[config.mk]
export PLATFORM = sky130hd
export DESIGN_NAME = rammodel_addr_gen
export DESIGN_NICKNAME = d
export VERILOG_FILES = /design/src/hw/axi_pkg.sv /design/src/hw/rammodel_pkg.sv /design/src/hw/rammodel_addr_gen.sv
export VERILOG_INCLUDE_DIRS = /design/src /design/src/hw
export SDC_FILE = /design/constraint.sdc
export NUM_CORES = 1
export LEC_CHECK = 0
export BUFFER_PORTS_ARGS = -buffer_cell sky130_fd_sc_hd__buf_2
export CELL_PAD_IN_SITES_DETAIL_PLACEMENT = 0
export CELL_PAD_IN_SITES_GLOBAL_PLACEMENT = 2
export CORE_MARGIN = 2
export CORE_UTILIZATION = 36
export CTS_BUF_LIST = sky130_fd_sc_hd__clkbuf_4 sky130_fd_sc_hd__clkbuf_8
export CTS_CLUSTER_SIZE = 30
export DETAILED_ROUTE_END_ITERATION = 8
export MAX_ROUTING_LAYER = met4
export PLACE_DENSITY = 0.92
export SYNTH_ARGS = -nofsm -noshare
export SYNTH_HDL_FRONTEND = slang
export SYNTH_SLANG_ARGS = --single-unit
export TNS_END_PERCENT = 30
[constraint.sdc]
create_clock -name clk -period 8.2 [get_ports clk]
set_clock_uncertainty 0.1 [all_clocks]
set_input_delay 1.23 -clock clk [delete_from_list [all_inputs] [get_ports clk]]
set_output_delay 1.23 -clock clk [all_outputs]
set_load 0.01 [all_outputs]
[src/hw/rammodel_macros.svh]
`ifndef RAMMODEL_MACROS_SVH
`define RAMMODEL_MACROS_SVH

// Byte address width of the AXI ports
`define RAMMODEL_ADDR_WIDTH 32

// Data bus width in bits, a whole number of bytes
`define RAMMODEL_DATA_WIDTH 32

// Memory depth as log2 of the number of data words
`define RAMMODEL_MEM_WORDS_LOG2 10

// Width of the latency counters
`define RAMMODEL_DELAY_WIDTH 16

// Default latencies in cycles
`define RAMMODEL_R_DELAY 25
`define RAMMODEL_W_DELAY 3

`endif

[src/hw/axi_pkg.sv]
`include "rammodel_macros.svh"

package axi_pkg;

    // Burst type encoding as on the AXI AxBURST field
    typedef enum logic [1:0] {
        BURST_FIXED = 2'b00,
        BURST_INCR  = 2'b01,
        BURST_WRAP  = 2'b10
    } burst_e;

    // Address channel request, shared by AR and AW
    typedef struct packed {
        logic [`RAMMODEL_ADDR_WIDTH-1:0] addr;
        logic [7:0]                      len;
        logic [2:0]                      size;
        burst_e                          burst;
    } ax_req_t;

    // One beat on the W channel
    typedef struct packed {
        logic [`RAMMODEL_DATA_WIDTH-1:0]   data;
        logic [`RAMMODEL_DATA_WIDTH/8-1:0] strb;
        logic                              last;
    } w_beat_t;

    // One beat on the R channel
    typedef struct packed {
        logic [`RAMMODEL_DATA_WIDTH-1:0] data;
        logic                            last;
    } r_beat_t;

endpackage

[src/hw/rammodel_pkg.sv]
`include "rammodel_macros.svh"

package rammodel_pkg;

    typedef enum logic [1:0] {
        RD_IDLE,
        RD_DELAY,
        RD_BEATS
    } rd_state_e;

    typedef enum logic [1:0] {
        WR_IDLE,
        WR_DATA,
        WR_DELAY,
        WR_RESP
    } wr_state_e;

    // What the address sequencer latches at burst start
    typedef struct packed {
        logic [`RAMMODEL_ADDR_WIDTH-1:0] addr;
        logic [7:0]                      len;
        logic [2:0]                      size;
        axi_pkg::burst_e                 burst;
    } beat_cmd_t;

    typedef struct packed {
        logic [`RAMMODEL_MEM_WORDS_LOG2-1:0] addr;
        logic [`RAMMODEL_DATA_WIDTH-1:0]     data;
        logic [`RAMMODEL_DATA_WIDTH/8-1:0]   strb;
    } store_wr_t;

endpackage

[src/hw/rammodel_addr_gen.sv]
`include "rammodel_macros.svh"

module rammodel_addr_gen (
    input  logic                            clk,
    input  logic                            rst,
    input  logic                            start,
    input  rammodel_pkg::beat_cmd_t         cmd,
    input  logic                            step,
    output logic [`RAMMODEL_ADDR_WIDTH-1:0] addr
);

    localparam int AW = `RAMMODEL_ADDR_WIDTH;

    rammodel_pkg::beat_cmd_t cmd_q;
    logic [AW-1:0]           size_bytes;
    logic [AW-1:0]           wrap_mask;
    logic [AW-1:0]           incr_addr;
    logic [AW-1:0]           next_addr;

    always_comb begin
        size_bytes = AW'(1) << cmd_q.size;
        // Wrap window is (len+1) beats, a power of two for legal WRAP bursts
        wrap_mask  = ((AW'(cmd_q.len) + AW'(1)) << cmd_q.size) - AW'(1);
        // Unaligned start snaps to the beat boundary from the second beat on
        incr_addr  = (addr & ~(size_bytes - AW'(1))) + size_bytes;
        case (cmd_q.burst)
            axi_pkg::BURST_FIXED: begin
                next_addr = addr;
            end
            axi_pkg::BURST_WRAP: begin
                next_addr = (addr & ~wrap_mask) | (incr_addr & wrap_mask);
            end
            default: begin
                next_addr = incr_addr;
            end
        endcase
    end

    always_ff @(posedge clk) begin
        if (rst) begin
            cmd_q <= '0;
            addr  <= '0;
        end else if (start) begin
            cmd_q <= cmd;
            addr  <= cmd.addr;
        end else if (step) begin
            addr <= next_addr;
        end
    end

endmodule

### After elaboration in Yosys (flattened, before gate mapping)

Cells that the tools add are included.

| word-level totals | value |
|---|---|
| flip-flop bits (word level) | 45 |
| input port bits | 49 |
| word-level logic and storage cells | 24 |

| operators by class | value |
|---|---|
| add/sub/neg operators | 4 |
| equal/unequal tests | 2 |
| shift operators | 2 |
| multiplexer cells | 3 |
| bitwise operators | 6 |
| reduce and logical (&&, ||, !) cells | 3 |

Operators with widths:

| cell | number |
|---|---|
| $and A32 B32 Y32 | 3 |
| $mux W32 | 2 |
| $not A32 Y32 | 2 |
| $pmux W32 S2 | 1 |
| $sub A32 B1 Y32 const B | 2 |
| $add A32 B32 Y32 | 1 |
| $or A32 B32 Y32 | 1 |
| $shl A1 B3 Y32 const A | 1 |
| $shl A9 B3 Y32 | 1 |
| $add A8 B1 Y9 const B | 1 |
| $eq A2 B2 Y1 const B | 1 |
| $logic_not A2 Y1 | 1 |
| $ne A2 B2 Y1 const B | 1 |
| $reduce_and A2 Y1 | 1 |
| $reduce_bool A2 Y1 | 1 |

### Logic depth before layout (Yosys ltp)

| logic depth | value |
|---|---|
| depth after elaboration | 10 |
| mapped depth | 17 |
| gate-level depth less buffers | 15 |

### Least setup slack after synthesis

OpenSTA, ideal clock, no wires.

| timing path | value |
|---|---|
| kind | reg2reg |
| start | register cmd_q[4] (netlist bit) |
| end | register with a tool-made name |
| setup time | 91 ps |
| arrival time | 3638 ps |
| data required time | 8009 ps |
| path slack | 4371 ps |
| stages on the path, launching flop included | 16 |
| buffers on the path | 2 |
| cells stage by stage | dfxtp_1 > inv_1 > clkbuf_8 > clkbuf_1 > nor3_1 > inv_1 > ha_1 > and2_1 > ha_1 > a21bo_2 > or4_1 > a211oi_2 > nand4_1 > xor2_1 > nand3_1 > a311oi_1 |

RTL lines:

| element | line | text |
|---|---|---|
| from (decl) | rammodel_addr_gen.sv:14 | `rammodel_pkg::beat_cmd_t cmd_q;` |
| from (signal assigned) | rammodel_addr_gen.sv:44 | `cmd_q <= cmd;` |

==> reports/results.txt <==
Async SR Flop Fraction -> 0%
GRT Total Usage -> 21.73%
PD cells -> 121.3 mW/mm^2
Leakage -> 2.038 nW
die area -> 0.01407 sq mm
syn nets -> 673
synthesized cell area -> 0.004728 sq mm
CP max FO -> 26
Critical Path End Type -> flip-flop
worst-margin pin slew -> 1.065 ns
Gates resized, CTS repair -> 0
number of max-cap violations -> 0
Worst slew margin -> 28.88%
RSZ-0062 raised after global routing -> no
Horiz. Die Dim -> 118.6 um
total CTS buffers -> 5
ANT nets after route -> 0
Bufs and invs on worst path -> 3
Syn Area/Cell -> 7.676 sq um
overall power -> 626.5 uW
Post-Syn Instances -> 616
grt ovf -> 0
Area growth syn-to-layout -> 9.262%
DRC viols -> 0
Post-synth EDFFs -> 0
FF/Latch Area -> 900.9 sq um
first-pass GRT wire length -> 24350 um
Worst path max stage delay -> 0.55 ns
largest net degree at the start of global routing -> 52
IO buf count -> 80
crit path DAT -> 4.61 ns
htree depth -> 2
final WL -> 14760 um
final setup TNS -> 0 ns
final hold violations -> 0
share of layout cells above drive strength 1 -> 20.99%
Final period util -> 54.73%
Final Max Tran Viols -> 0
initial DRC count -> 420
multi-input logic area -> 0.003440 sq mm
Initial Util -> 37.17%
vias in the first global route -> 4698
CTS root buffer -> clkbuf_8
CTS clk-pin slew, worst paths -> 0.11 ns
CP Class -> reg -> reg
worst ir drop on vdd -> 0.00007142 V
CTS Hold Bufs -> 0
Top FF cell, synth -> dfxtp_1
Seq cells post-synth -> 45
worst path cell trace -> buf_4 -> inv_1 -> nor3_1 -> inv_1 -> ha_1 -> and2_1 -> ha_1 -> a21bo_2 -> or4_1 -> a21oi_1 -> nand4_1 -> mux2i_1 -> a2111oi_0 -> a2111oi_0
Hold Slack -> 0.4396 ns
initial antenna violation count -> 0
post-CTS setup buffer count -> 0
final core utilization -> 40.61%
Clock Sinks -> 45
vias per inst -> 5.851
ant diodes -> 0
CTS tree -> yes
Final nets -> 723
post-detail-place hpwl -> 10620 um
endpoints failing setup -> 0
status -> complete, no violations
Clk Latency, worst-skew pair -> 0.34 ns
Fillers -> 1360
CP required -> 8.32 ns
slowest stage cell, crit path -> or4_1
Worst Hold Class -> reg -> reg
routed via count -> 4909
routed len/inst -> 17.59 um
CORE AREA -> 0.01272 sq mm
Core Rows -> 41
Final min period -> 4.488 ns
deepest clock path buffer count -> 2
Chip Height -> 118.6 um
register area share after synthesis -> 19.05%
fmax -> 222.8 MHz
DR pass1 iterations -> 5
nature of the critical path startpoint -> flip-flop
YS warnings -> 0
cell family with most CP delay -> simple AND/OR/NAND/NOR gates
count of cell types in the netlist -> 92
GPL Wtd Cong -> 0.9268
Top-Level Pins -> 81
worst reg2reg max path, stage by stage (launching register included):
cell,delay [ns]
dfxtp_1,0.32
buf_4,0.28
inv_1,0.38
nor3_1,0.36
inv_1,0.08
ha_1,0.28
and2_1,0.16
ha_1,0.39
a21bo_2,0.27
or4_1,0.55
a21oi_1,0.48
nand4_1,0.16
mux2i_1,0.17
a2111oi_0,0.09
a2111oi_0,0.31
per-layer routing:
metal | routed length (um) | share of wire (%) | GRT usage (%) | vias up
met5 | 0 | 0 | - | -
met4 | 263 | 1.8 | 7.887 | 0
met3 | 692 | 4.7 | 3.427 | 23
met2 | 6918 | 47 | 34.30 | 155
met1 | 6882 | 47 | 28.05 | 2323
li1 | - | - | - | 2408
cell usage in the layout (no fill, tap or decap), types with 5 or more instances in the layout:
cell type | Yosys | final
and3_1 | 13 | 13
mux2i_1 | 27 | 27
xnor2_1 | 16 | 16
xor2_1 | 16 | 16
nor2_1 | 67 | 67
a221oi_1 | 5 | 5
a21boi_0 | 5 | 5
nand2b_1 | 8 | 8
a311oi_1 | 9 | 9
a211oi_1 | 13 | 13
inv_1 | 16 | 16
a31oi_1 | 5 | 5
nand2_1 | 52 | 52
buf_4 | 2 | 7
nor4_1 | 8 | 8
ha_1 | 8 | 8
nor3_1 | 23 | 23
buf_2 | 6 | 80
and2_1 | 7 | 7
nand4_1 | 13 | 13
clkbuf_8 | 9 | 5
nand3_1 | 22 | 22
a21oi_1 | 38 | 38
o211ai_1 | 7 | 7
o21a_1 | 6 | 6
nand3b_1 | 6 | 6
dfxtp_1 | 45 | 45
nor2b_1 | 8 | 8
o21ai_0 | 20 | 20
logic make-up (layout without fill, tap and decap cells):
kind of cell / Yosys count / in the layout / synth area share [%]
flops: 45 / 45 / 19.05
fa+ha+maj: 8 / 8 / 2.117
simple gates: 273 / 273 / 31.38
xor+xnor: 32 / 32 / 5.927
buf+inv: 61 / 112 / 8.203
mux: 31 / 31 / 6.668
compound gates: 166 / 166 / 26.65
path summary, 6_finish.rpt:
| check | slack [ns] | end | from | depth (start not counted) |
|---|---|---|---|---|
| hold / removal | 0.44 | flip-flop | flip-flop | 2 |
| setup / recovery | 3.71 | flip-flop | cmd_q[4]$_SDFFE_PP0P_ | 14 |
| setup reg to reg | 3.71 | flip-flop | cmd_q[4]$_SDFFE_PP0P_ | 14 |
| hold reg to reg | 0.44 | flip-flop | flip-flop | 2 |
power breakdown:
part | leakage [nW] | internal [mW] | total, mW | switching (mW)
clock | 0.0447 | 0.0618 | 0.160 | 0.0978
sequential | 0.372 | 0.234 | 0.259 | 0.0250
combinational | 1.62 | 0.0847 | 0.208 | 0.123
synth_stat cells (6+ instances only):
cell,number,share of area [%]
a211oi_1,13,2.1
a21oi_1,38,4.0
a311oi_1,9,1.7
and2_1,7,0.93
and3_1,13,1.7
buf_2,6,0.64
clkbuf_1,19,1.5
clkbuf_8,9,2.6
dfxtp_1,45,19
ha_1,8,2.1
inv_1,16,1.3
mux2i_1,27,5.7
nand2_1,52,4.1
nand2b_1,8,1.1
nand3_1,22,2.3
nand3b_1,6,0.95
nand4_1,13,1.7
nor2_1,67,5.3
nor2b_1,8,1.1
nor3_1,23,2.4
nor4_1,8,1.1
o211ai_1,7,1.1
o21a_1,6,0.95
o21ai_0,20,2.1
xnor2_1,16,3.0
xor2_1,16,3.0
area by class of cell:
cell class              instances  area share (%)
clock buffers                   5           1.332
clock inverters                 3          0.4844
inverters                      17           1.235
multi-input cells             510           66.58
flip-flops and latches         45           17.44
well taps                     172           4.166
repair buffers                 87           8.767
through the flow:
step | setup WS, ns | cells | area, sq um
floorplan | 4.371 | 616 | 4728
global placement | 3.911 | 831 | 5072
detailed placement | 3.732 | 831 | 5072
CTS | 3.727 | 839 | 5166
global route | 3.302 | 839 | 5166
finish | 3.712 | 839 | 5166
No activity file was read; power rests on OpenSTA's default activity.
