**src/hw/rammodel_macros.svh**
```systemverilog
`ifndef RAMMODEL_MACROS_SVH
`define RAMMODEL_MACROS_SVH

// Byte address width of the AXI ports
`define RAMMODEL_ADDR_WIDTH 32

// Data bus width in bits, a whole number of bytes
`define RAMMODEL_DATA_WIDTH 32

// Memory depth as log2 of the number of data words
`define RAMMODEL_MEM_WORDS_LOG2 10

// Width of the latency counters
`define RAMMODEL_DELAY_WIDTH 16

// Default latencies in cycles
`define RAMMODEL_R_DELAY 25
`define RAMMODEL_W_DELAY 3

`endif

```
**src/hw/axi_pkg.sv**
```systemverilog
`include "rammodel_macros.svh"

package axi_pkg;

    // Burst type encoding as on the AXI AxBURST field
    typedef enum logic [1:0] {
        BURST_FIXED = 2'b00,
        BURST_INCR  = 2'b01,
        BURST_WRAP  = 2'b10
    } burst_e;

    // Address channel request, shared by AR and AW
    typedef struct packed {
        logic [`RAMMODEL_ADDR_WIDTH-1:0] addr;
        logic [7:0]                      len;
        logic [2:0]                      size;
        burst_e                          burst;
    } ax_req_t;

    // One beat on the W channel
    typedef struct packed {
        logic [`RAMMODEL_DATA_WIDTH-1:0]   data;
        logic [`RAMMODEL_DATA_WIDTH/8-1:0] strb;
        logic                              last;
    } w_beat_t;

    // One beat on the R channel
    typedef struct packed {
        logic [`RAMMODEL_DATA_WIDTH-1:0] data;
        logic                            last;
    } r_beat_t;

endpackage

```
**src/hw/rammodel_pkg.sv**
```systemverilog
`include "rammodel_macros.svh"

package rammodel_pkg;

    typedef enum logic [1:0] {
        RD_IDLE,
        RD_DELAY,
        RD_BEATS
    } rd_state_e;

    typedef enum logic [1:0] {
        WR_IDLE,
        WR_DATA,
        WR_DELAY,
        WR_RESP
    } wr_state_e;

    // What the address sequencer latches at burst start
    typedef struct packed {
        logic [`RAMMODEL_ADDR_WIDTH-1:0] addr;
        logic [7:0]                      len;
        logic [2:0]                      size;
        axi_pkg::burst_e                 burst;
    } beat_cmd_t;

    typedef struct packed {
        logic [`RAMMODEL_MEM_WORDS_LOG2-1:0] addr;
        logic [`RAMMODEL_DATA_WIDTH-1:0]     data;
        logic [`RAMMODEL_DATA_WIDTH/8-1:0]   strb;
    } store_wr_t;

endpackage

```
**src/hw/rammodel_timing.sv**
```systemverilog
`include "rammodel_macros.svh"

module rammodel_timing #(
    parameter int R_DELAY = `RAMMODEL_R_DELAY,
    parameter int W_DELAY = `RAMMODEL_W_DELAY
) (
    input  logic       clk,
    input  logic       rst,
    input  logic       ar_valid,
    output logic       ar_ready,
    input  logic [7:0] ar_len,
    input  logic       aw_valid,
    output logic       aw_ready,
    input  logic       w_valid,
    output logic       w_ready,
    input  logic       w_last,
    input  logic       r_slot_free,
    input  logic       b_done,
    output logic       rreq_valid,
    output logic       breq_valid
);

    localparam int CW = `RAMMODEL_DELAY_WIDTH;

    // One cycle goes to leaving DELAY, so the read count starts two short
    // R_DELAY must be at least 2
    localparam logic [CW-1:0] R_LOAD = CW'(R_DELAY - 2);
    localparam logic [CW-1:0] W_LOAD = CW'(W_DELAY);

    rammodel_pkg::rd_state_e rd_state;
    rammodel_pkg::wr_state_e wr_state;
    logic [CW-1:0]           rd_cnt;
    logic [CW-1:0]           wr_cnt;
    logic [7:0]              rd_left;

    always_ff @(posedge clk) begin
        if (rst) begin
            rd_state <= rammodel_pkg::RD_IDLE;
            rd_cnt   <= '0;
            rd_left  <= '0;
        end else begin
            case (rd_state)
                rammodel_pkg::RD_IDLE: begin
                    if (ar_valid) begin
                        rd_state <= rammodel_pkg::RD_DELAY;
                        rd_cnt   <= R_LOAD;
                        rd_left  <= ar_len;
                    end
                end
                rammodel_pkg::RD_DELAY: begin
                    if (rd_cnt == '0) begin
                        rd_state <= rammodel_pkg::RD_BEATS;
                    end else begin
                        rd_cnt <= rd_cnt - 1'b1;
                    end
                end
                rammodel_pkg::RD_BEATS: begin
                    // Beat counter only moves when a beat is issued
                    if (rreq_valid) begin
                        if (rd_left == 8'd0) begin
                            rd_state <= rammodel_pkg::RD_IDLE;
                        end else begin
                            rd_left <= rd_left - 8'd1;
                        end
                    end
                end
                default: begin
                    rd_state <= rammodel_pkg::RD_IDLE;
                end
            endcase
        end
    end

    always_ff @(posedge clk) begin
        if (rst) begin
            wr_state <= rammodel_pkg::WR_IDLE;
            wr_cnt   <= '0;
        end else begin
            case (wr_state)
                rammodel_pkg::WR_IDLE: begin
                    if (aw_valid) begin
                        wr_state <= rammodel_pkg::WR_DATA;
                    end
                end
                rammodel_pkg::WR_DATA: begin
                    if (w_valid && w_last) begin
                        wr_state <= rammodel_pkg::WR_DELAY;
                        wr_cnt   <= W_LOAD;
                    end
                end
                rammodel_pkg::WR_DELAY: begin
                    if (wr_cnt == '0) begin
                        wr_state <= rammodel_pkg::WR_RESP;
                    end else begin
                        wr_cnt <= wr_cnt - 1'b1;
                    end
                end
                rammodel_pkg::WR_RESP: begin
                    // Hold off the next AW until the response is taken
                    if (b_done) begin
                        wr_state <= rammodel_pkg::WR_IDLE;
                    end
                end
                default: begin
                    wr_state <= rammodel_pkg::WR_IDLE;
                end
            endcase
        end
    end

    assign ar_ready   = (rd_state == rammodel_pkg::RD_IDLE);
    assign aw_ready   = (wr_state == rammodel_pkg::WR_IDLE);
    assign w_ready    = (wr_state == rammodel_pkg::WR_DATA);

    assign rreq_valid = (rd_state == rammodel_pkg::RD_BEATS) && r_slot_free;
    assign breq_valid = (wr_state == rammodel_pkg::WR_DELAY) && (wr_cnt == '0);

endmodule

```
**config.mk**
```make
export PLATFORM = sky130hd
export DESIGN_NAME = rammodel_timing
export DESIGN_NICKNAME = d
export VERILOG_FILES = /design/src/hw/axi_pkg.sv /design/src/hw/rammodel_pkg.sv /design/src/hw/rammodel_timing.sv
export VERILOG_INCLUDE_DIRS = /design/src /design/src/hw
export SDC_FILE = /design/constraint.sdc
export NUM_CORES = 1
export LEC_CHECK = 0
export ABC_AREA = 1
export ABC_CLOCK_PERIOD_IN_PS = 2400
export BUFFER_PORTS_ARGS = -buffer_cell sky130_fd_sc_hd__buf_2
export CORE_MARGIN = 3
export CORE_UTILIZATION = 50
export CTS_CLUSTER_SIZE = 16
export DETAILED_ROUTE_END_ITERATION = 10
export PLACE_DENSITY = 0.77
export SYNTH_ARGS = -nofsm -noshare
export SYNTH_HDL_FRONTEND = slang
export SYNTH_SLANG_ARGS = --single-unit
export TNS_END_PERCENT = 50
```
**constraint.sdc**
```tcl
create_clock -name clk -period 2.4 [get_ports clk]
set_clock_uncertainty 0.2 [all_clocks]
set_input_delay 0.12 -clock clk [delete_from_list [all_inputs] [get_ports clk]]
set_output_delay 0.12 -clock clk [all_outputs]
set_load 0.01 [all_outputs]
```
# After elaboration in Yosys (flattened, before gate mapping)
# Cells that the tools add are included.
[totals] regBits=44 output_inout_bits=5 word_cells=60
[classes] add_sub_neg=3 n_eq_ne=16 n_mux=20 n_reduce_logical=16
[ops] op="16-bit two-way mux" n=4
[ops] op="16-bit one-hot mux with 2 select lines" n=2
[ops] op="16-bit zero test" n=2
[ops] op="16-bit by 1-bit subtractor with 16-bit output (second input constant)" n=2
[ops] op="8-bit two-way mux" n=3
[ops] op="2-bit != test (second input constant)" n=10
[ops] op="2-bit two-way mux" n=8
[ops] op="8-bit one-hot mux with 2 select lines" n=1
[ops] op="4-bit AND reduction" n=3
[ops] op="8-bit zero test" n=1
[ops] op="2-bit one-hot mux with 4 select lines" n=1
[ops] op="8-bit by 1-bit subtractor with 8-bit output (second input constant)" n=1
[ops] op="2-bit == test (second input constant)" n=3
[ops] op="2-bit one-hot mux with 3 select lines" n=1
[ops] op="3-bit AND reduction" n=2
[ops] op="2-bit nonzero test" n=3
[ops] op="2-bit by 1-bit == test with 1-bit output (second input constant)" n=2
[ops] op="2-bit zero test" n=2
[ops] op="1-bit logical AND" n=3
[ops] op="2-bit by 1-bit != test with 1-bit output (second input constant)" n=1

# Depth between registers and ports, before layout
# Gate-level depths: netlist (run 1).
[depth] ltp_word=4 mapped_depth=12 ltp_nobuf=11

# Worst setup path before layout (run 1)
# Ideal clock, no wire load.
[synth_timing] kind="register -> register" from="register rd_cnt[0]" to="register rd_cnt[10]" setup_time_ns=0.128 t_arrival_ns=1.407 t_required_ns=2.072 path_slack_ns=0.666 path_stages_with_launch=13 cell_sequence="dfxtp_1 > inv_1 > ha_1 > nand2_2 > nor2_4 > nand2_2 > nand2_4 > nand2_8 > clkinv_4 > buf_6 > nor2_1 > nor2_1 > nor2_1"
[synth_between] elab_chain_len=3 word_cells_on_any_way=6
[synth_lines] element="from (decl)" line_no="rammodel_timing.sv:32" rtl="logic [CW-1:0] rd_cnt;"
[synth_lines] element="from (signal assigned)" line_no="rammodel_timing.sv:54" rtl="rd_cnt <= rd_cnt - 1'b1;"
[synth_lines] element="16-bit by 1-bit subtractor with 16-bit output / 16-bit zero test (equally long branches)" line_no="rammodel_timing.sv:54, rammodel_timing.sv:51"
[synth_lines] element="16-bit two-way mux / 2-bit != test (equally long branches)"
[synth_lines] element="16-bit one-hot mux with 2 select lines / 3-bit AND reduction (equally long branches)"
# Parallel ways exist; a longest one is shown, timed or not. The select of a mux whose other input is x is not followed.
# A chain may end at the register's enable or synchronous reset.

# Final worst setup path (run 1)
[layout_timing] from="register wr_cnt[0]" to="register wr_cnt[4]"
[layout_between] elab_chain_len=3 word_cells_on_any_way=6
[layout_lines] element="from (decl)" line_no="rammodel_timing.sv:33" rtl="logic [CW-1:0] wr_cnt;"
[layout_lines] element="from (signal assigned)" line_no="rammodel_timing.sv:95" rtl="wr_cnt <= wr_cnt - 1'b1;"
[layout_lines] element="16-bit by 1-bit subtractor with 16-bit output / 16-bit zero test (equally long branches)" line_no="rammodel_timing.sv:95, rammodel_timing.sv:92"
[layout_lines] element="16-bit two-way mux / 2-bit != test (equally long branches)"
[layout_lines] element="16-bit one-hot mux with 2 select lines / 3-bit AND reduction (equally long branches)"
# Parallel ways exist; a longest one is shown, timed or not. The select of a mux whose other input is x is not followed.

==> results of run 1 <==
-- Yosys cell counts (3+ instances only) --
cell type / n
sky130_fd_sc_hd__a21oi_1: 23
sky130_fd_sc_hd__a21oi_2: 10
sky130_fd_sc_hd__buf_6: 3
sky130_fd_sc_hd__clkbuf_1: 5
sky130_fd_sc_hd__dfxtp_1: 44
sky130_fd_sc_hd__ha_1: 8
sky130_fd_sc_hd__inv_1: 45
sky130_fd_sc_hd__nand2_1: 133
sky130_fd_sc_hd__nand2_2: 7
sky130_fd_sc_hd__nand3_1: 30
sky130_fd_sc_hd__nand4_1: 4
sky130_fd_sc_hd__nor2_1: 111
sky130_fd_sc_hd__nor2_2: 6
sky130_fd_sc_hd__nor2_4: 3
sky130_fd_sc_hd__nor3b_1: 4
sky130_fd_sc_hd__o21ai_0: 10
sky130_fd_sc_hd__o21ai_1: 3
sky130_fd_sc_hd__o22ai_1: 3
sky130_fd_sc_hd__xnor2_1: 5
-- through the flow --
stage | setup slack, ns | util, % | hold slack [ns] | power [mW]
2_1_floorplan | 0.6655 | - | 0.1280 | 2.738
3_3_place_gp | 0.4097 | 55.20 | 0.2554 | 3.041
3_5_place_dp | 0.3225 | 55.20 | 0.2611 | 3.098
4_1_cts | 0.3018 | 58.07 | 0.004436 | 3.612
5_1_grt | 0.1386 | 58.07 | 0.03192 | 4.004
6_report | 0.3010 | 58.07 | 0.005246 | 3.596
-- registers in the layout, indices dropped and copies added, names as in the netlist --
register / flops
rd_cnt: 16
rd_state: 2
wr_cnt: 16
wr_state: 2
rd_left: 8
-- layer usage --
metal	vias up	track usage (%)	share of wire, %	wire, um
met5	-	0	0	0
met4	0	9.804	2.0	133
met3	14	3.471	3.7	241
met2	51	38.22	48	3102
met1	1298	25.77	47	3037
li1	1554	-	-	-
-- final timing paths --
check	startpoint	end	slack [ns]	cells after the start
max	wr_cnt[0]$_SDFFE_PP0P_	wr_cnt[4]$_SDFFE_PP0P_	0.30	9
min	ar_len[0]	rd_left[0]$_SDFFE_PP0P_	0.005	5
max reg2reg	wr_cnt[0]$_SDFFE_PP0P_	wr_cnt[4]$_SDFFE_PP0P_	0.30	9
min reg2reg	rd_left[7]$_SDFFE_PP0P_	rd_left[7]$_SDFFE_PP0P_	0.28	2
-- power groups by stage --
stage	registers [mW]	clock network, mW	logic (mW)
floorplan	0.984	0	1.75
global placement	1.02	0	2.03
detailed placement	1.02	0	2.08
CTS	1.00	0.505	2.10
global route	1.03	0.527	2.45
finish	1.00	0.488	2.10
-- layout make-up --
class / count / area (sq um)
Fill cell: 518 / 2337
Multi-Input combinational cell: 375 / 1790
Sequential cell: 44 / 880.8
Timing Repair Buffer: 31 / 200.2
Clock buffer: 8 / 90.09
Tap cell: 72 / 90.09
Inverter: 48 / 185.2
-- cells by family (layout without fill, tap and decap cells) --
family	count (synthesis)	after routing	synth area share (%)
xor gates and xnor gates	6	6	1.793
DFF	44	44	30.06
AOI/OAI and AO/OA	55	55	11.23
adders and majority gates	8	8	3.416
buffers and inverters	60	87	8.839
and+or+nand+nor	306	306	44.66
-- worst max-delay path, cell delays in order, from the launching register on --
cell and delay [ns]:
sky130_fd_sc_hd__dfxtp_1 0.40, sky130_fd_sc_hd__inv_1 0.08, sky130_fd_sc_hd__ha_1 0.25, sky130_fd_sc_hd__nand2_2 0.13, sky130_fd_sc_hd__nor2_4 0.06, sky130_fd_sc_hd__nand3_1 0.12
sky130_fd_sc_hd__nand2_1 0.08, sky130_fd_sc_hd__nor2_2 0.44, sky130_fd_sc_hd__nand2_1 0.14, sky130_fd_sc_hd__a21oi_2 0.15
==> flow_summary.json, run 1 <==
{
  "clockRootBuffer": "sky130_fd_sc_hd__clkbuf_8",
  "globalRouteOverflowTotal": 0,
  "groute.usage.overall_pct": 21.72,
  "stdcell_area_sq_um": 3237,
  "floorplan.rows": 27,
  "asyncSetResetFlopFracSynth_pct": 0,
  "critical_path_required_ns": 2.44,
  "total_leakage_power_nw": 1.511,
  "seq_power_share_pct": 27.9,
  "area_growth_pct": 10.46,
  "slew_headroom_pct": 62.66,
  "criticalPathCategory": "register to register",
  "num_io_pins": 21,
  "cts_hold_buf": 7,
  "mostFrequentLayoutCell": "sky130_fd_sc_hd__nand2_1",
  "timing_max_transition_violations_final": 0,
  "yosysSeqAreaShare_pct": 30.06,
  "mappedNetlistNets": 503,
  "core_area_sq_um": 5574,
  "mostFrequentLayoutCells": "133 x sky130_fd_sc_hd__nand2_1, 111 x sky130_fd_sc_hd__nor2_1, 45 x sky130_fd_sc_hd__inv_1",
  "clock_path_buffers": 2,
  "ys_dominant_reg_cell": "sky130_fd_sc_hd__dfxtp_1",
  "synthTopCellsByArea": "sky130_fd_sc_hd__dfxtp_1 30%, sky130_fd_sc_hd__nand2_1 17%, sky130_fd_sc_hd__nor2_1 14%",
  "gp_congestion": 0.8608,
  "power.ir.vdd_worst_mv": 0.5366,
  "cts_clk_pin_slew_worst_paths_ns": 0.08,
  "antenna_found_initial": 0,
  "worstPathMaxFanout": 13,
  "layout-drive-gt1-share_pct": 12.45,
  "post_cts_resized": 0,
  "detail_route.vias_per_cell": 5.047,
  "synthesis.yosys.warnings": 0,
  "grt_max_degree": 19,
  "power.share.clock_pct": 13.6,
  "postSynthRegisterBits": 44,
  "detailed_route_wire_length_per_cell_um": 11.27,
  "setup_repair_after_global_routing_missed_its_margin": "no",
  "port_buffers": 20,
  "cts_tree": "done",
  "initial_utilization_pct": 52.57,
  "final.period_utilization_pct": 87.46,
  "first_pass_grt_wire_length_mm": 11.73,
  "worst_setup_path_end_kind": "register",
  "synthCells": 479,
  "num-nets-final": 529,
  "stdcell_count": 578,
  "cts-htree-levels": 2,
  "postCtsSetupRepairBufs": 0,
  "setup_viol_count_final": 0,
  "dieArea_sq_um": 6815,
  "first_global_vias": 2822,
  "combPwrFrac_pct": 58.5,
  "initialDrtViolationCount": 165,
  "start_kind": "register",
  "syn-cell-area_sq_um": 2930,
  "cts_num_sinks": 44,
  "antenna_left": 0,
  "drcViolationCount": 0,
  "timing.fmax_mhz": 476.4,
  "sw_frac_of_total_pct": 49.10,
  "die_x_um": 82.56,
  "diodes": 0,
  "hpwlAfterDp_mm": 4.678,
  "worstSkewPairLatency_ns": 0.30,
  "power.internal_mw": 1.831,
  "route.final.wire_length_mm": 6.514,
  "final_hold_vios": 0,
  "power_per_cell_area_nw_per_um2": 1111,
  "detailroute.via_count": 2917,
  "biggest_area_consumer_among_synthesized_cells": "sky130_fd_sc_hd__dfxtp_1",
  "status": "finished, final reports clean",
  "cap_violations": 0,
  "cp_data_arrival_time_ns": 2.14,
  "synth-edff-count": 0,
  "placedCellCount": 563,
  "worst_pin_slew_ns": 0.5595,
  "fin_setup_tns_ns": 0,
  "power.switching_mw": 1.766,
  "dieHeight_um": 82.56,
  "synth_largest_type_area_fraction_pct": 30.06,
  "post_synth_num_cell_types": 36,
  "min-delay-path-class": "primary input to register",
  "period_minus_slack_ns": 2.099,
  "numCtsBuffers": 5,
  "post_dp_cell_area_sq_um": 3077,
  "syn_area_per_cell_sq_um": 6.118,
  "dr.pass1.iters": 4
}
No activity file was read; power rests on OpenSTA's default activity.
==> inputs of run 2 (changes only) <==
--- a/config.mk
+++ b/config.mk
@@ -6,7 +6,6 @@
 export SDC_FILE = /design/constraint.sdc
 export NUM_CORES = 1
 export LEC_CHECK = 0
-export ABC_AREA = 1
 export ABC_CLOCK_PERIOD_IN_PS = 2400
 export BUFFER_PORTS_ARGS = -buffer_cell sky130_fd_sc_hd__buf_2
 export CORE_MARGIN = 3
==> run 2 against run 1 <==
  * Synthesized area shrank 7.2%
  * Sequential power up 18%
  * Wire length is 5.6% lower
  * Setup slack lost 0.061 ns
  * Critical endpoint is now rd_cnt[1]$_SDFFE_PP0P_
==> flow_summary.json, run 2 <==
{
  "status": "finished, final reports clean",
  "dr.pass1.iters": 4,
  "biggest_area_consumer_among_synthesized_cells": "sky130_fd_sc_hd__dfxtp_1",
  "start_kind": "register",
  "hpwlAfterDp_mm": 4.379,
  "setup_repair_after_global_routing_missed_its_margin": "no",
  "drcViolationCount": 0,
  "largestRegisters": "rd_cnt: 16 flops, wr_cnt: 16 flops, rd_left: 8 flops",
  "fillers": 453,
  "globalRouteOverflowTotal": 0,
  "area_fraction_in_compound_gates_after_synthesis_pct": 22.92,
  "dieHeight_um": 79.74,
  "groute.usage.overall_pct": 20.09,
  "port_buffers": 20,
  "period_minus_slack_ns": 2.160,
  "route.final.wire_length_mm": 6.148,
  "muxShareOfSynthArea_pct": 5.522,
  "synthTopCellsByArea": "sky130_fd_sc_hd__dfxtp_1 32%, sky130_fd_sc_hd__mux2i_1 5.5%, sky130_fd_sc_hd__a21oi_1 4.6%",
  "clock_path_buffers": 2,
  "synth_simple_gate_area_share_pct": 30.14,
  "asyncSetResetFlopFracSynth_pct": 0,
  "whs_path_depth": 4,
  "slew_headroom_pct": 62.71,
  "synthesis.yosys.warnings": 0,
  "reg2reg_start": "rd_cnt[0]$_SDFFE_PP0P_",
  "critical_path_required_ns": 2.40,
  "num-nets-final": 384,
  "cp_data_arrival_time_ns": 2.16,
  "criticalPathCategory": "register to register",
  "yosys.area_share.adder_pct": 3.682,
  "preCtsSetupSlack_ns": 0.1202,
  "mostFrequentLayoutCell": "sky130_fd_sc_hd__dfxtp_1",
  "yosys-top-cells-count": "44 x sky130_fd_sc_hd__dfxtp_1, 27 x sky130_fd_sc_hd__nand2_1, 25 x sky130_fd_sc_hd__a21oi_1",
  "syn-cell-area_sq_um": 2719,
  "dieArea_sq_um": 6358,
  "synthCells": 326,
  "power.ir.vdd_worst_mv": 1.038,
  "postSynthRegisterBits": 44,
  "initialDrtViolationCount": 157,
  "timing.fmax_mhz": 462.9,
  "timing.rr.end": "rd_cnt[1]$_SDFFE_PP0P_",
  "fin_setup_tns_ns": 0,
  "mostFrequentLayoutCells": "44 x sky130_fd_sc_hd__dfxtp_1, 27 x sky130_fd_sc_hd__nand2_1, 25 x sky130_fd_sc_hd__a21oi_1",
  "ys_dominant_reg_cell": "sky130_fd_sc_hd__dfxtp_1",
  "total_leakage_power_nw": 1.179,
  "numCtsBuffers": 5,
  "mappedNetlistNets": 350,
  "worst_setup_path_end_kind": "register",
  "grt_max_degree": 27,
  "setup_viol_count_final": 0,
  "layout-drive-gt1-share_pct": 16.90,
  "regToRegSetupSlack_ns": 0.24,
  "clockRootBuffer": "sky130_fd_sc_hd__clkbuf_8",
  "detailroute.via_count": 2582,
  "floorplan.rows": 26,
  "power_per_cell_area_nw_per_um2": 1185,
  "initial_utilization_pct": 52.56,
  "worstPathMaxFanout": 21,
  "critPathLaunch": "rd_cnt[0]$_SDFFE_PP0P_",
  "diodes": 0,
  "detail_route.vias_per_cell": 5.991,
  "gp_congestion": 0.8824,
  "first_pass_grt_wire_length_mm": 10.37,
  "post_synth_num_cell_types": 54,
  "r2r.worst_path.cells": 6,
  "cts_num_sinks": 44,
  "synth_largest_type_area_fraction_pct": 32.40,
  "cts-htree-levels": 2,
  "final_critical_path_setup_slack_ns": 0.2396,
  "detailed_route_wire_length_per_cell_um": 14.26,
  "worstSkewPairLatency_ns": 0.30,
  "worst_pin_slew_ns": 0.5516,
  "core_area_sq_um": 5172,
  "syn_area_per_cell_sq_um": 8.340,
  "antenna_found_initial": 0,
  "holdPathEnd": "rd_left[2]$_SDFFE_PP0P_",
  "finalPower_mw": 3.691,
  "synth-edff-count": 0,
  "area_growth_pct": 14.54,
  "hold_path.startpoint": "ar_len[2]",
  "timing_max_transition_violations_final": 0,
  "synth_xor_xnor_area_share_pct": 0,
  "antenna_left": 0,
  "final.period_utilization_pct": 90.02,
  "num_io_pins": 21,
  "die_x_um": 79.74,
  "final_hold_vios": 0,
  "synth.most_common_cell": "sky130_fd_sc_hd__dfxtp_1",
  "cts_tree": "done",
  "yosysSeqAreaShare_pct": 32.40,
  "cts_clk_pin_slew_worst_paths_ns": 0.09,
  "min-delay-path-class": "primary input to register",
  "dominant_combinational_cell_family_by_area_after_synthesis": "simple AND/OR/NAND/NOR gates",
  "cap_violations": 0,
  "first_global_vias": 2390
}
==> run 2: changes by cell type after synthesis, sizes merged, moves of 9 or more <==
cell / before / now
nor4: 1 / 12
mux2i: 0 / 15
nand2: 143 / 27
a211oi: 1 / 10
inv: 47 / 16
nand3: 30 / 8
nand2b: 0 / 12
or4: 0 / 11
or3: 0 / 14
nor2: 120 / 14
==> run 2: per-stage QoR <==
stage	utilization (%)	instance area, sq um	hold slack, ns	std cells
floorplan	-	2719	0.1028	326
global placement	56.72	2934	0.2327	417
detailed placement	56.72	2934	0.2341	417
CTS	59.97	3102	0.006467	431
global route	60.21	3114	0.02402	431
finish	60.21	3114	0.008248	431
==> run 2: kinds of logic after synthesis <==
kind of cell / after synthesis
and+or+nand+nor: 139
DFF: 44
muxes: 15
adders and majority gates: 8
AOI/OAI and AO/OA: 90
buffers and inverters: 30
==> run 2: worst max-delay path, cell delays in order (launching register included) <==
cell and delay, ns:
sky130_fd_sc_hd__dfxtp_1 0.37, sky130_fd_sc_hd__inv_1 0.09, sky130_fd_sc_hd__ha_1 0.15, sky130_fd_sc_hd__nor3b_1 0.32, sky130_fd_sc_hd__and4_2 0.50, sky130_fd_sc_hd__nor2_1 0.12, sky130_fd_sc_hd__o311a_1 0.29
==> run 2: per-layer routing <==
layer  global-route usage, %  wire (um)  vias up
li1                        -          -     1315
met4                   5.405         74        0
met1                   26.25       2930     1202
met5                       0          0        -
met2                   33.22       2859       59
met3                   4.628        285        6
==> run 2: worst max path at each step <==
stage	end	slack (ns)	depth (start not counted)
4_1_cts	rd_cnt[1]$_SDFFE_PP0P_	0.09	6
3_5_place_dp	rd_cnt[1]$_SDFFE_PP0P_	0.12	6
6_report	rd_cnt[1]$_SDFFE_PP0P_	0.24	6
5_1_grt	rd_cnt[1]$_SDFFE_PP0P_	0.05	6
2_1_floorplan	wr_cnt[3]$_SDFFE_PP0P_	0.28	7
3_3_place_gp	rd_left[0]$_SDFFE_PP0P_	0.18	6
==> run 2: where the power goes <==
part | internal, mW | switching (mW) | total [mW]
Clock | 0.309 | 0.257 | 0.566
Sequential | 0.924 | 0.252 | 1.18
Combinational | 0.883 | 1.07 | 1.95
==> run 2: final cells by class <==
type	count	area, sq um	area share, %
Clock buffer	6	72.57	2.330
Sequential cell	44	880.8	28.28
Inverter	16	60.06	1.928
Multi-Input combinational cell	252	1705	54.76
Clock inverter	2	35.03	1.125
Tap cell	70	87.58	2.812
Timing Repair Buffer	41	272.8	8.759
==> run 2: repair_timing <==
action / CTS / global route
endpoints found under the hold margin: 6 / 0
hold buffers: 6 / 0
gates resized for setup: 0 / 3
endpoints found under the setup margin: 0 / 11
setup buffers: 0 / 0
==> inputs of run 3 (changes only) <==
--- a/config.mk
+++ b/config.mk
@@ -7,12 +7,13 @@
 export NUM_CORES = 1
 export LEC_CHECK = 0
 export ABC_CLOCK_PERIOD_IN_PS = 2400
-export BUFFER_PORTS_ARGS = -buffer_cell sky130_fd_sc_hd__buf_2
+export CORE_ASPECT_RATIO = 0.9
 export CORE_MARGIN = 3
 export CORE_UTILIZATION = 50
 export CTS_CLUSTER_SIZE = 16
 export DETAILED_ROUTE_END_ITERATION = 10
-export PLACE_DENSITY = 0.77
+export DONT_BUFFER_PORTS = 1
+export PLACE_DENSITY = 0.74
 export SYNTH_ARGS = -nofsm -noshare
 export SYNTH_HDL_FRONTEND = slang
 export SYNTH_SLANG_ARGS = --single-unit
==> constraint.sdc (replaced) <==
create_clock -name clk -period 2.4 [get_ports clk]
set_clock_uncertainty 0.2 [all_clocks]
set_input_delay 0.12 -clock clk [delete_from_list [all_inputs] [get_ports clk]]
set_output_delay 0.12 -clock clk [all_outputs]
set_load 0.05 [all_outputs]
==> run 3 against run 2 <==
  * Setup slack got worse by 0.15 ns
  * Design area grew 0.24%
  * Sequential share of layout area up 0.052 points
  * Register-to-register slack got worse by 0.15 ns
  * Non-clock buffer count fell by 9
  * Largest cell class unchanged
  * Final cell count is 3.2% lower
  * Clock-buffer cell count up 1
==> flow_summary.json, run 3 (synthesis gave the netlist of run 2 again) <==
{
  "worst_pin_slew_ns": 1.004,
  "worst_setup_path_end_kind": "register",
  "mostFrequentLayoutCells": "41 x sky130_fd_sc_hd__dfxtp_1, 27 x sky130_fd_sc_hd__nand2_1, 25 x sky130_fd_sc_hd__a21oi_1",
  "clock_path_buffers": 2,
  "die_x_um": 83.73,
  "total_leakage_power_nw": 1.171,
  "dieHeight_um": 75.96,
  "area_growth_pct": 14.82,
  "power.ir.vdd_worst_mv": 0.6673,
  "critPathSlowestCell": "sky130_fd_sc_hd__dlygate4sd3_1",
  "route.final.wire_length_mm": 6.187,
  "num-nets-final": 375,
  "preCtsSetupSlack_ns": 0.1371,
  "worstSkewPairLatency_ns": 0.30,
  "cts-htree-levels": 2,
  "cap_violations": 0,
  "final.period_utilization_pct": 96.41,
  "final_core_util_pct": 61.88,
  "hpwlAfterDp_mm": 4.398,
  "drcViolationCount": 0,
  "detail_route.vias_per_cell": 6.156,
  "floorplan.rows": 24,
  "diodes": 0,
  "timing_max_transition_violations_final": 0,
  "globalRouteOverflowTotal": 0,
  "dieArea_sq_um": 6360,
  "antenna_found_initial": 0,
  "mostFrequentLayoutCell": "sky130_fd_sc_hd__dfxtp_1",
  "num_io_pins": 21,
  "setup_viol_count_final": 0,
  "setup_repair_after_global_routing_missed_its_margin": "yes",
  "cp_slowest_stage_delay_ns": 0.60,
  "period_minus_slack_ns": 2.314,
  "port_buffers": 0,
  "cp_cell_sequence": "inv_1 -> ha_1 -> nor3b_1 -> a311oi_1 -> buf_4 -> nand2b_1 -> a21oi_1 -> dlygate4sd3_1",
  "detailroute.via_count": 2567,
  "critical_path_required_ns": 2.39,
  "core_area_sq_um": 5045,
  "clockRootBuffer": "sky130_fd_sc_hd__clkbuf_8",
  "detailed_route_wire_length_per_cell_um": 14.84,
  "groute.usage.overall_pct": 19.07,
  "status": "finished, final reports clean",
  "layout-drive-gt1-share_pct": 14.20,
  "first_global_vias": 2283,
  "cts_clk_pin_slew_worst_paths_ns": 0.08,
  "grt_max_degree": 26,
  "min-delay-path-class": "primary input to register",
  "first_pass_grt_wire_length_mm": 10.40,
  "initial_utilization_pct": 53.89,
  "final_critical_path_setup_slack_ns": 0.08621,
  "worstPathMaxFanout": 4,
  "final_hold_vios": 0,
  "numCtsBuffers": 5,
  "largestRegisters": "rd_cnt: 16 flops, wr_cnt: 16 flops, rd_left: 8 flops",
  "cts_tree": "done",
  "slew_headroom_pct": 33.06,
  "gp_congestion": 0.8128,
  "dr.pass1.iters": 5,
  "criticalPathCategory": "register to register",
  "timing.fmax_mhz": 432.2,
  "power_per_cell_area_nw_per_um2": 1231,
  "initialDrtViolationCount": 238,
  "cts_num_sinks": 44,
  "start_kind": "register",
  "antenna_left": 0,
  "cp_data_arrival_time_ns": 2.30,
  "finalPower_mw": 3.842
}
-- run 3: cell count changes in the layout (fill, tap and decap cells not counted), moves of 2 or more --
cell | previous run | this run
sky130_fd_sc_hd__dfxtp_1 | 44 | 41
sky130_fd_sc_hd__buf_2 | 20 | 0
sky130_fd_sc_hd__dlygate4sd3_1 | 6 | 10
sky130_fd_sc_hd__dfxtp_2 | 0 | 3
sky130_fd_sc_hd__clkbuf_8 | 5 | 7
sky130_fd_sc_hd__buf_4 | 15 | 21
-- run 3: timing repair --
| item | in CTS | in global routing |
|---|---|---|
| endpoints found under the hold margin | 26 | 0 |
| setup endpoints to repair | 0 | 14 |
| setup buffers | 0 | 2 |
| gates resized for setup | 0 | 6 |
| hold buffers | 11 | 0 |
-- run 3: final timing paths --
| check | startpoint | endpoint | slack, ns | cells after the start |
|---|---|---|---|---|
| max | rd_left[0]$_SDFFE_PP0P_ | rd_left[1]$_SDFFE_PP0P_ | 0.09 | 8 |
| max reg2reg | rd_left[0]$_SDFFE_PP0P_ | rd_left[1]$_SDFFE_PP0P_ | 0.09 | 8 |
| min reg2reg | rd_cnt[7]$_SDFFE_PP0P_ | rd_cnt[7]$_SDFFE_PP0P_ | 0.30 | 2 |
| min | ar_len[3] | rd_left[3]$_SDFFE_PP0P_ | 0.01 | 4 |
-- run 3: power by group --
group          leakage [nW]  internal [mW]  switching [mW]  total, mW
Clock                0.0645          0.367           0.254      0.621
Combinational         0.746          0.890            1.16       2.05
Sequential            0.361          0.925           0.248       1.17
Total                  1.17           2.18            1.66       3.84
-- run 3: worst max-delay path, delay by kind of cell, from the launching register on --
family,cells,cell delay [ns]
AO/OA/AOI/OAI,2,0.33
adder cells (fa/ha/maj),1,0.22
buffers and inverters,3,0.85
flip-flops,1,0.35
AND/OR/NAND/NOR,2,0.26
-- run 3: layout make-up --
type,count,area [sq um]
clock inverter,1,30.03
inverter,16,60.06
multi-input combinational,252,1699
timing repair buffer,32,270.3
clock buffer,7,96.34
sequential,44,884.6
fill,421,1923
tap,65,81.33
-- run 3: metrics by stage --
step	setup TNS, ns	cells	hold WS, ns	area (sq um)
CTS	0	415	0.001664	3094
finish	0	417	0.01162	3122
detailed placement	0	396	-0.002778	2858
global route	-0.09486	417	0.01382	3122
global placement	0	396	-0.004599	2858
floorplan	0	326	0.1028	2719
-- run 3: routing by layer --
layer / part of all wire, % / track usage [%] / wire, um
met4: 0.48 / 4.341 / 30
met1: 49 / 26.10 / 3011
met5: 0 / 0 / 0
met3: 5.7 / 4.881 / 351
met2: 45 / 30.21 / 2794
